==> config.mk <==
export PLATFORM = sky130hd
export DESIGN_NAME = token_splitter_top
export DESIGN_NICKNAME = d
export VERILOG_FILES = /design/src/source/tok_pkg.sv /design/src/source/peek_window_if.sv /design/src/source/peek_fifo.sv /design/src/source/delim_finder.sv /design/src/source/window_summer.sv /design/src/source/token_emitter.sv /design/src/source/token_splitter_top.sv
export SDC_FILE = /design/constraint.sdc
export NUM_CORES = 1
export LEC_CHECK = 0
export ABC_CLOCK_PERIOD_IN_PS = 40900
export BUFFER_PORTS_ARGS = -buffer_cell sky130_fd_sc_hd__buf_2
export CORE_MARGIN = 5
export CORE_UTILIZATION = 30
export CTS_BUF_LIST = sky130_fd_sc_hd__clkbuf_16
export DETAILED_ROUTE_END_ITERATION = 8
export PLACE_DENSITY_LB_ADDON = 0.3
export SETUP_SLACK_MARGIN = 0.02
export SLEW_MARGIN = 20
export SYNTH_ARGS = -nofsm -noshare
export SYNTH_HDL_FRONTEND = slang
export SYNTH_SLANG_ARGS = --single-unit
==> constraint.sdc <==
create_clock -name i_clk -period 40.9 [get_ports i_clk]
set_clock_uncertainty 0.1 [all_clocks]
set_input_delay 2.045 -clock i_clk [delete_from_list [all_inputs] [get_ports i_clk]]
set_output_delay 2.045 -clock i_clk [all_outputs]
set_load 0.1 [all_outputs]
==> src/source/tok_pkg.sv <==
// FIFO_DEPTH must equal BLOCK_CREDITS times BLOCK_LEN and stay a power of two
package tok_pkg;

    // Stream byte and write block
    localparam int DATA_W     = 8;
    localparam int BLOCK_LEN  = 8;

    // Peek window seen by the scanners
    localparam int PEEK_W     = 8;

    // Storage and pointers, one extra pointer bit tells full from empty
    localparam int FIFO_DEPTH = 32;
    localparam int PTR_W      = 6;
    localparam int ADDR_W     = PTR_W - 1;

    // Blocks the producer may have in flight after reset
    localparam int BLOCK_CREDITS = 4;

    // Offset bits inside one block
    localparam int OFS_W      = $clog2(BLOCK_LEN);

    // Window position and pop count widths
    localparam int POS_W      = $clog2(PEEK_W);
    localparam int POP_W      = $clog2(PEEK_W + 1);

    // Token terminator
    localparam logic [DATA_W-1:0] DELIM = 8'h0A;

    // Token record fields
    localparam int LEN_W      = 8;
    localparam int SUM_W      = 16;

endpackage

==> src/source/peek_window_if.sv <==
// Window is a thermometer from position 0 and pop_count is only meaningful while pop_en is high
`timescale 1ns/1ps

interface peek_window_if;
    import tok_pkg::*;

    // Bytes at the read pointer, position 0 is the oldest
    logic [PEEK_W-1:0][DATA_W-1:0] window_data;
    logic [PEEK_W-1:0]             window_valid;

    // Entries to drop this cycle, 1 to PEEK_W
    logic                          pop_en;
    logic [POP_W-1:0]              pop_count;

    modport fifo_side (
        output window_data,
        output window_valid,
        input  pop_en,
        input  pop_count
    );

    modport emitter_side (
        input  window_data,
        input  window_valid,
        output pop_en,
        output pop_count
    );

endinterface

==> src/source/peek_fifo.sv <==
// Takes whole blocks only and relies on the producer holding one credit per block written
`timescale 1ns/1ps

module peek_fifo (
    input  logic                                           i_clk,
    input  logic                                           i_nrst,
    input  logic                                           i_wr_en,
    input  logic [tok_pkg::BLOCK_LEN-1:0][tok_pkg::DATA_W-1:0] i_wr_data,
    output logic                                           o_credit,
    peek_window_if.fifo_side                               win
);
    import tok_pkg::*;

    logic [DATA_W-1:0] mem [FIFO_DEPTH];

    logic [PTR_W-1:0]  wr_ptr;
    logic [PTR_W-1:0]  rd_ptr;
    logic [PTR_W-1:0]  rd_ptr_nxt;
    logic [PTR_W-1:0]  occupancy;
    logic [ADDR_W-1:0] wr_addr;
    logic [ADDR_W-1:0] rd_addr;
    logic              full;
    logic              crosses;

    assign wr_addr   = wr_ptr[ADDR_W-1:0];
    assign rd_addr   = rd_ptr[ADDR_W-1:0];
    assign occupancy = wr_ptr - rd_ptr;

    // No room left for another whole block
    assign full = occupancy > PTR_W'((BLOCK_CREDITS - 1) * BLOCK_LEN);

    // One byte per entry in the block store
    always_ff @(posedge i_clk) begin
        if (i_wr_en) begin
            for (int i = 0; i < BLOCK_LEN; i++) begin
                mem[wr_addr + ADDR_W'(i)] <= i_wr_data[i];
            end
        end
    end

    always_ff @(posedge i_clk or negedge i_nrst) begin
        if (!i_nrst) begin
            wr_ptr <= '0;
        end else if (i_wr_en) begin
            wr_ptr <= wr_ptr + PTR_W'(BLOCK_LEN);
        end
    end

    // Peek window from the read pointer
    always_comb begin
        for (int i = 0; i < PEEK_W; i++) begin
            win.window_data[i]  = mem[rd_addr + ADDR_W'(i)];
            win.window_valid[i] = PTR_W'(i) < occupancy;
        end
    end

    // Variable pop
    always_comb begin
        if (win.pop_en) begin
            rd_ptr_nxt = rd_ptr + PTR_W'(win.pop_count);
        end else begin
            rd_ptr_nxt = rd_ptr;
        end
    end

    // A pop never exceeds one block, so at most one boundary per cycle
    assign crosses = rd_ptr_nxt[PTR_W-1:OFS_W] != rd_ptr[PTR_W-1:OFS_W];

    always_ff @(posedge i_clk or negedge i_nrst) begin
        if (!i_nrst) begin
            rd_ptr   <= '0;
            o_credit <= 1'b0;
        end else begin
            rd_ptr   <= rd_ptr_nxt;
            o_credit <= crosses;
        end
    end

    // Credit flow from the producer must keep writes away from a full FIFO
    a_no_write_when_full: assert property (
        @(posedge i_clk) disable iff (!i_nrst)
        i_wr_en |-> !full
    ) else $error("peek_fifo: block written while full");

    // The emitter may only drop entries it was shown
    a_pop_within_occupancy: assert property (
        @(posedge i_clk) disable iff (!i_nrst)
        win.pop_en |-> (win.pop_count != '0) && (PTR_W'(win.pop_count) <= occupancy)
    ) else $error("peek_fifo: pop of %0d with occupancy %0d", win.pop_count, occupancy);

endmodule

==> src/source/delim_finder.sv <==
// Matches a single fixed delimiter value and ignores bytes outside the valid window
`timescale 1ns/1ps

module delim_finder (
    input  logic [tok_pkg::PEEK_W-1:0][tok_pkg::DATA_W-1:0] i_data,
    input  logic [tok_pkg::PEEK_W-1:0]                      i_valid,
    output logic [tok_pkg::PEEK_W-1:0]                      o_hit
);
    import tok_pkg::*;

    // One comparator per window position
    always_comb begin
        for (int i = 0; i < PEEK_W; i++) begin
            o_hit[i] = i_valid[i] && (i_data[i] == DELIM);
        end
    end

endmodule

==> src/source/window_summer.sv <==
// Sums wrap at SUM_W bits and invalid positions add nothing
`timescale 1ns/1ps

module window_summer (
    input  logic [tok_pkg::PEEK_W-1:0][tok_pkg::DATA_W-1:0] i_data,
    input  logic [tok_pkg::PEEK_W-1:0]                      i_valid,
    output logic [tok_pkg::PEEK_W-1:0][tok_pkg::SUM_W-1:0]  o_prefix_sum
);
    import tok_pkg::*;

    logic [SUM_W-1:0] acc;

    // Inclusive running sum, entry k covers positions 0 to k
    always_comb begin
        acc = '0;
        for (int k = 0; k < PEEK_W; k++) begin
            if (i_valid[k]) begin
                acc = acc + SUM_W'(i_data[k]);
            end
            o_prefix_sum[k] = acc;
        end
    end

endmodule

==> src/source/token_emitter.sv <==
// Token lengths above 255 wrap and an unterminated tail stays in the carry forever
`timescale 1ns/1ps

module token_emitter (
    input  logic                                           i_clk,
    input  logic                                           i_nrst,
    input  logic [tok_pkg::PEEK_W-1:0]                     i_hit,
    input  logic [tok_pkg::PEEK_W-1:0][tok_pkg::SUM_W-1:0] i_prefix_sum,
    input  logic                                           i_tok_ready,
    peek_window_if.emitter_side                            win,
    output logic                                           o_tok_valid,
    output logic [tok_pkg::LEN_W-1:0]                      o_tok_len,
    output logic [tok_pkg::SUM_W-1:0]                      o_tok_sum
);
    import tok_pkg::*;

    logic             hit_found;
    logic [POS_W-1:0] hit_pos;
    logic             can_issue;
    logic [LEN_W-1:0] carry_len;
    logic [SUM_W-1:0] carry_sum;
    logic [LEN_W:0]   len_wide;
    logic [SUM_W-1:0] head_sum;

    // Lowest hit wins
    always_comb begin
        hit_found = 1'b0;
        hit_pos   = '0;
        for (int i = PEEK_W - 1; i >= 0; i--) begin
            if (i_hit[i]) begin
                hit_found = 1'b1;
                hit_pos   = POS_W'(i);
            end
        end
    end

    // Bytes ahead of the delimiter, or the whole window when there is none
    always_comb begin
        if (!hit_found) begin
            head_sum = i_prefix_sum[PEEK_W-1];
        end else if (hit_pos == '0) begin
            head_sum = '0;
        end else begin
            head_sum = i_prefix_sum[hit_pos - POS_W'(1)];
        end
    end

    // Extra top bit only feeds the wrap check
    assign len_wide = {1'b0, carry_len}
                    + (hit_found ? (LEN_W + 1)'(hit_pos) : (LEN_W + 1)'(PEEK_W));

    // Hold the FIFO while a record waits for the sink
    assign can_issue = !o_tok_valid || i_tok_ready;

    assign win.pop_en    = can_issue && (hit_found || (&win.window_valid));
    assign win.pop_count = hit_found ? POP_W'(hit_pos) + POP_W'(1) : POP_W'(PEEK_W);

    always_ff @(posedge i_clk or negedge i_nrst) begin
        if (!i_nrst) begin
            o_tok_valid <= 1'b0;
            carry_len   <= '0;
            carry_sum   <= '0;
        end else begin
            if (win.pop_en && hit_found) begin
                o_tok_valid <= 1'b1;
            end else if (i_tok_ready) begin
                o_tok_valid <= 1'b0;
            end

            if (win.pop_en) begin
                if (hit_found) begin
                    carry_len <= '0;
                    carry_sum <= '0;
                end else begin
                    // Long token continues in the next window
                    carry_len <= len_wide[LEN_W-1:0];
                    carry_sum <= carry_sum + head_sum;
                end
            end
        end
    end

    // Record payload
    always_ff @(posedge i_clk) begin
        if (win.pop_en && hit_found) begin
            o_tok_len <= len_wide[LEN_W-1:0];
            o_tok_sum <= carry_sum + head_sum;
        end
    end

    a_len_no_wrap: assert property (
        @(posedge i_clk) disable iff (!i_nrst)
        win.pop_en |-> !len_wide[LEN_W]
    ) else $error("token_emitter: token length exceeds %0d", (1 << LEN_W) - 1);

endmodule

==> src/source/token_splitter_top.sv <==
// Byte 0 of a block sits in i_blk_data bits 7:0 and i_blk_valid is only legal with a credit in hand
`timescale 1ns/1ps

module token_splitter_top (
    input  logic                                               i_clk,
    input  logic                                               i_nrst,
    input  logic                                               i_blk_valid,
    input  logic [tok_pkg::BLOCK_LEN-1:0][tok_pkg::DATA_W-1:0] i_blk_data,
    output logic                                               o_credit,
    input  logic                                               i_tok_ready,
    output logic                                               o_tok_valid,
    output logic [tok_pkg::LEN_W-1:0]                          o_tok_len,
    output logic [tok_pkg::SUM_W-1:0]                          o_tok_sum
);
    import tok_pkg::*;

    logic [PEEK_W-1:0]            hit;
    logic [PEEK_W-1:0][SUM_W-1:0] prefix_sum;

    peek_window_if win_if ();

    peek_fifo u_peek_fifo (
        .i_clk     (i_clk),
        .i_nrst    (i_nrst),
        .i_wr_en   (i_blk_valid),
        .i_wr_data (i_blk_data),
        .o_credit  (o_credit),
        .win       (win_if.fifo_side)
    );

    // Both scanners look at the same window
    delim_finder u_delim_finder (
        .i_data  (win_if.window_data),
        .i_valid (win_if.window_valid),
        .o_hit   (hit)
    );

    window_summer u_window_summer (
        .i_data       (win_if.window_data),
        .i_valid      (win_if.window_valid),
        .o_prefix_sum (prefix_sum)
    );

    token_emitter u_token_emitter (
        .i_clk        (i_clk),
        .i_nrst       (i_nrst),
        .i_hit        (hit),
        .i_prefix_sum (prefix_sum),
        .i_tok_ready  (i_tok_ready),
        .win          (win_if.emitter_side),
        .o_tok_valid  (o_tok_valid),
        .o_tok_len    (o_tok_len),
        .o_tok_sum    (o_tok_sum)
    );

endmodule

Yosys cells after proc, flatten, opt, wreduce, memory -nomap -nowiden
Memory sizes are Yosys's and may differ from the RTL's.
Index checks and enable logic that the tools add are counted.
{"block": "classes", "add_sub_neg": 28, "magnitude_cmp": 9, "n_eq_ne": 9, "mux": 37, "n_reduce_logical": 16}
{"operator": "2-to-1 mux 16 bit", "n": 11}
{"operator": "adder 16 x 8 -> 16 bit", "n": 6}
{"operator": "equality test 8 x 4 -> 1 bit (second input constant)", "n": 8}
{"operator": "binary-select mux 16 bit (select 3 bit)", "n": 1}
{"operator": "adder 5 x 3 -> 5 bit (second input constant)", "n": 8}
{"operator": "< comparator 3 x 6 -> 1 bit (first input constant)", "n": 4}
{"operator": "2-to-1 mux 3 bit", "n": 8}
{"operator": "adder 5 x 2 -> 5 bit (second input constant)", "n": 4}
{"operator": "adder 16 bit", "n": 1}
{"operator": "2-to-1 mux 8 bit", "n": 2}
{"operator": "< comparator 1 x 6 -> 1 bit (first input constant)", "n": 2}
{"operator": "< comparator 2 x 6 -> 1 bit (first input constant)", "n": 2}
{"operator": "2-to-1 mux 1 bit", "n": 12}
{"operator": "adder 5 x 1 -> 5 bit (second input constant)", "n": 2}
{"operator": "logical AND 1 bit", "n": 10}
{"operator": "adder 8 x 8 -> 9 bit", "n": 1}
{"operator": "adder 8 bit", "n": 1}
{"operator": "2-to-1 mux 4 bit", "n": 2}
{"operator": "AND reduction 8 bit", "n": 1}
{"operator": "adder 6 x 4 -> 6 bit", "n": 1}
{"operator": "adder 6 x 4 -> 6 bit (second input constant)", "n": 1}
{"operator": "2-to-1 mux 6 bit", "n": 1}
{"operator": "subtractor 6 bit", "n": 1}
{"operator": "adder 3 x 1 -> 4 bit (second input constant)", "n": 1}
{"operator": "other kinds (7)", "n": 8}
{"block": "totals", "reg_bits": 62, "ram_bits": 256, "out_inout_bits": 26, "memories": 1}
{"name": "u_peek_fifo.mem", "words": 32, "width": 8, "read_ports": 8, "rd_clocked_by_memory_dff": 0, "write_ports": 8, "line_no": "peek_fifo.sv:14", "text": "logic [DATA_W-1:0] mem [FIFO_DEPTH];"}

Logic depth before layout (Yosys ltp)
{"block": "logic_depth", "depth_word": 23, "mapped_depth": 69}

Hierarchy
From an unflattened synthesis, not the netlist that was laid out.
{"block": "hier_totals", "cells_unflattened": 2345, "hier_area_um2": 27535.2}
{"module": "peek_fifo", "n_inst": 1, "cells_each": 1446, "area_each_um2": 19354.8, "seq_area_each_um2": 7937.6}
{"module": "window_summer", "n_inst": 1, "cells_each": 543, "area_each_um2": 4063.9, "seq_area_each_um2": 0.0}
{"module": "token_emitter", "n_inst": 1, "cells_each": 332, "area_each_um2": 3856.2, "seq_area_each_um2": 1346.3}
{"module": "delim_finder", "n_inst": 1, "cells_each": 24, "area_each_um2": 260.2, "seq_area_each_um2": 0.0}

Worst setup path after synthesis
OpenSTA, ideal clock, no wires.
{"block": "synth_timing", "kind": "reg2reg", "start": "reg u_peek_fifo.rd_ptr[0]", "end": "reg u_token_emitter.o_tok_sum[14] (netlist name), data pin", "setup_time_ps": 255, "t_arrival_ps": 13617, "path_slack_ps": 26928, "path_stages_with_launch": 69, "n_path_buf": 11, "synth_period_minus_slack_ps": 13972, "path_cell_list": "dfrtp_1 > buf_6 > buf_6 > buf_6 > buf_4 > buf_4 > buf_2 > buf_2 > inv_1 > ha_1 > buf_2 > buf_2 > buf_1 > buf_1 > mux2_2 > mux4_2 > mux2i_1 > fa_1 > [... 33 more ...] > ha_1 > nand2_1 > o21ai_0 > nand2b_1 > mux2i_1 > nand2_1 > mux2_1 > a32o_1 > a211o_1 > o32ai_1 > ha_1 > o21ai_0 > a21boi_0 > o21ai_0 > a21oi_1 > o21a_1 > or3_1 > and2_1"}
{"block": "synth_via", "elab_chain_len": 22, "elab_cells_between_ends": 71, "classes_between": "add/sub: 17; order compare: 8; eq/ne: 8; mux: 28; reduce/logical: 9; memory: 1"}
{"element": "start, declared", "line_no": "peek_fifo.sv:17", "text": "logic [PTR_W-1:0] rd_ptr;"}
{"element": "start signal, assigned", "line_no": "peek_fifo.sv:74", "text": "rd_ptr <= rd_ptr_nxt;"}
{"element": "subtractor 6 bit", "line_no": "peek_fifo.sv:27", "text": "assign occupancy = wr_ptr - rd_ptr;"}
{"element": "< comparator 1 x 6 -> 1 bit", "line_no": "peek_fifo.sv:53", "text": "win.window_valid[i] = PTR_W'(i) < occupancy;"}
{"element": "2-to-1 mux 8 bit", "line_no": "window_summer.sv:17", "text": "if (i_valid[k]) begin"}
{"element": "adder 8 x 8 -> 9 bit", "line_no": "window_summer.sv:18", "text": "acc = acc + SUM_W'(i_data[k]);"}
{"element": "2-to-1 mux 16 bit", "line_no": "window_summer.sv:17"}
{"element": "adder 16 x 8 -> 16 bit", "line_no": "window_summer.sv:18"}
{"element": "2-to-1 mux 16 bit", "line_no": "window_summer.sv:17"}
{"element": "adder 16 x 8 -> 16 bit", "line_no": "window_summer.sv:18"}
{"element": "[... 6 more ...]"}
{"element": "2-to-1 mux 16 bit", "line_no": "window_summer.sv:17"}
{"element": "adder 16 x 8 -> 16 bit", "line_no": "window_summer.sv:18"}
{"element": "2-to-1 mux 16 bit", "line_no": "window_summer.sv:17"}
{"element": "binary-select mux 16 bit (select 3 bit)", "line_no": "token_emitter.sv:44", "text": "head_sum = i_prefix_sum[hit_pos - POS_W'(1)];"}
{"element": "2-to-1 mux 16 bit (not written as such)", "line_no": "token_emitter.sv:44"}
{"element": "2-to-1 mux 16 bit", "line_no": "token_emitter.sv:41", "text": "end else if (hit_pos == '0) begin"}
{"element": "2-to-1 mux 16 bit *", "line_no": "token_emitter.sv:39", "text": "if (!hit_found) begin"}
{"element": "adder 16 bit *", "line_no": "token_emitter.sv:87", "text": "o_tok_sum <= carry_sum + head_sum;"}
{"element": "end signal, assigned", "line_no": "token_emitter.sv:87"}
{"element": "end, declared", "line_no": "token_emitter.sv:13", "text": "output logic [tok_pkg::SUM_W-1:0] o_tok_sum"}
Every way passes the cells marked *; elsewhere a longest branch is shown, timed or not. The select of a mux whose other input is x is not followed.
A chain may end at the register's enable or synchronous reset.

Final worst setup path
{"block": "layout_timing", "start": "reg u_peek_fifo.rd_ptr[1]", "end": "reg u_token_emitter.o_tok_sum[14] (netlist name), data pin"}
The elaborated chain is that of the path after synthesis.

==> metrics <==
H-tree depth=2; netlist area before placement=26900 um2; Vias=20100; Worst Min Path Start=u_peek_fifo.wr_ptr[5]; EDFF count, synth=280; grt ovf=0; dominant cell type by area after synthesis=edfxtp_1; Worst EP required=41.12 ns; first-pass GRT wire length=133000 um; Core ar.=88800 um2; Yosys cell types=88; CTS Root Cell=clkbuf_16; clock buffer depth=3; Crit. End Element=register; number of DRC markers in iteration 0=2102; RSZ-0062 raised after global routing=no; Layout area overhead=10.7%; cts hold-fix bufs=0; # resized after CTS=0; pre-CTS setup slack=26.03 ns; MaxCap Viol Count=0; die height=310 um; highest net fanout along the worst path=54; fin crit share=0.366; largest net degree at the start of global routing=123; fraction of layout cells with a size suffix above 1=0.307; TritonRoute pass-1 iters=6; die area=95900 um2; placer congestion estimate=0.992; main flop type after synthesis=edfxtp_1; post-synthesis register bit count=315; most frequent cells in the layout=mux4_2 (310), edfxtp_1 (280), nand2_1 (175); Post-DRT Antenna Nets=0; final core utilization=0.336; worst r2r src=u_peek_fifo.rd_ptr[1]; number of remaining DRC errors=0; Top cell by count, worst path=ha_1; vias in the first global route=19800; Final Slew Violations=0; WL per Instance=26.9 um; Via-to-Cell Ratio=5.97; min setup slack post-route=25.92 ns; port bufs=93; post-CTS setup buffer count=0; Post-Place Cells=3297; CTS tree=yes; fin crit period=14.98 ns; crit path kind=register to register; Async SR Flop Fraction=0.111; hpwl dp=69700 um; Non-Filler Instances=3364; Max transition margin=0.274; final hold violation count=0; worst-margin pin slew=1.08 ns; routed wire length=90400 um; sequential share of the synthesized area=0.345; syn_area_per_cell=12.7 um2; Area contributors post-synth=edfxtp_1 (31%), mux4_2 (26%), mux2_2 (5.3%); initial antenna violation count=5; Mapped Cells=2123; Skew-Pair Late Insertion Delay=0.57 ns; Critical Path Source Type=register; Clock Sinks=315; initial core utilization=0.303; Reg clk slew, reported paths=0.06 ns; Syn. warnings=0; CP max stage delay=0.90 ns; final net count=2346; row count=109; share of the synthesized area in the top cell type=0.312; Final TNS setup=0 ns; HP Class=register to register; Setup violations, final=0; Critical Path Start=u_peek_fifo.rd_ptr[1]; Total GRT Usage=0.185; Worst Path Arrival=15.20 ns; TritonCTS buffer count=37; I/O Pins=94; outcome=finished, final reports clean; most common cell after layout, fill and taps aside=mux4_2; Chip Width=310 um; FMAX=0.0667 GHz; Max stage delay cell, worst path=dfrtp_4
==> worst max-delay path, delay by kind of cell, from the launching register on <==
family | cells | cell delay, ns
AOI/OAI and AO/OA | 21 | 4.26
adders and majority gates | 10 | 3.50
muxes | 5 | 1.86
and+or+nand+nor | 12 | 1.74
buffers and inverters | 5 | 1.33
xor gates and xnor gates | 6 | 1.02
DFF | 1 | 0.90
==> Yosys cell counts (13+ instances only) <==
library cell / n
buf_4: 14
nand2_1: 175
o21a_1: 13
a31oi_1: 17
a21oi_1: 86
xor2_1: 26
buf_1: 15
nor2_1: 123
a21o_1: 29
mux2_2: 126
ha_1: 97
mux2i_1: 129
edfxtp_1: 280
nor3_1: 33
nand3_1: 26
a22o_1: 28
xnor2_1: 68
o22ai_1: 16
buf_2: 44
o21ai_0: 68
dfrtp_1: 35
nor2b_1: 13
mux4_2: 310
inv_1: 64
clkbuf_1: 52
==> worst paths after layout <==
check / end / slack [ns] / cells past startpoint
min in group asynchronous: u_peek_fifo.o_credit / 1.37 / 1
setup reg to reg: u_token_emitter.o_tok_sum[14] / 25.92 / 59
hold reg to reg: u_peek_fifo.wr_ptr[5] / 0.39 / 1
max in group asynchronous: u_peek_fifo.rd_ptr[0] / 38.90 / 1
setup / recovery: u_token_emitter.o_tok_sum[14] / 25.92 / 59
hold / removal: u_peek_fifo.wr_ptr[5] / 0.39 / 1
==> layout make-up <==
cell class / instances / area, um2
Fill cell: 8649 / 59000
Multi-Input combinational cell: 1603 / 16800
Sequential cell: 315 / 9290
Tap cell: 1165 / 1460
Clock buffer: 38 / 951
Timing Repair Buffer: 145 / 875
Inverter: 69 / 259
Clock inverter: 27 / 165
Antenna cell: 2 / 5.00
==> layer usage <==
metal / GRT usage / part of all wire
met5: 0 / 0.00012
met4: 0.0610 / 0.037
met3: 0.0309 / 0.073
met2: 0.303 / 0.47
met1: 0.251 / 0.42
==> metrics by stage <==
| stage | hold slack (ns) | instance area (um2) |
|---|---|---|
| 2_1_floorplan | 0.360 | 26900 |
| 3_3_place_gp | 0.383 | 28700 |
| 3_5_place_dp | 0.386 | 28700 |
| 4_1_cts | 0.395 | 29800 |
| 5_1_grt | 0.403 | 29800 |
| 6_report | 0.391 | 29800 |
==> sequential cells by signal, summed over array words and instances, names as in the netlist, 3 cells and up <==
register / flops
u_token_emitter.o_tok_sum: 16
u_peek_fifo.mem: 256
u_peek_fifo.wr_ptr: 3
u_peek_fifo.rd_ptr: 6
u_token_emitter.carry_len: 8
u_token_emitter.o_tok_len: 8
u_token_emitter.carry_sum: 16
==> logic make-up after synthesis <==
family | Yosys count | synth area share
AND/OR/NAND/NOR | 463 | 0.0802
buffers and inverters | 206 | 0.0361
XOR/XNOR | 98 | 0.0332
flip-flops | 315 | 0.345
other | 1 | 0.000139
AO/OA/AOI/OAI | 366 | 0.0924
adder cells (fa/ha/maj) | 108 | 0.0529
multiplexers | 566 | 0.360
Power is left out: the tool's default activity adds up to more than one toggle a clock period on the data nets, which glitch-free logic cannot reach.
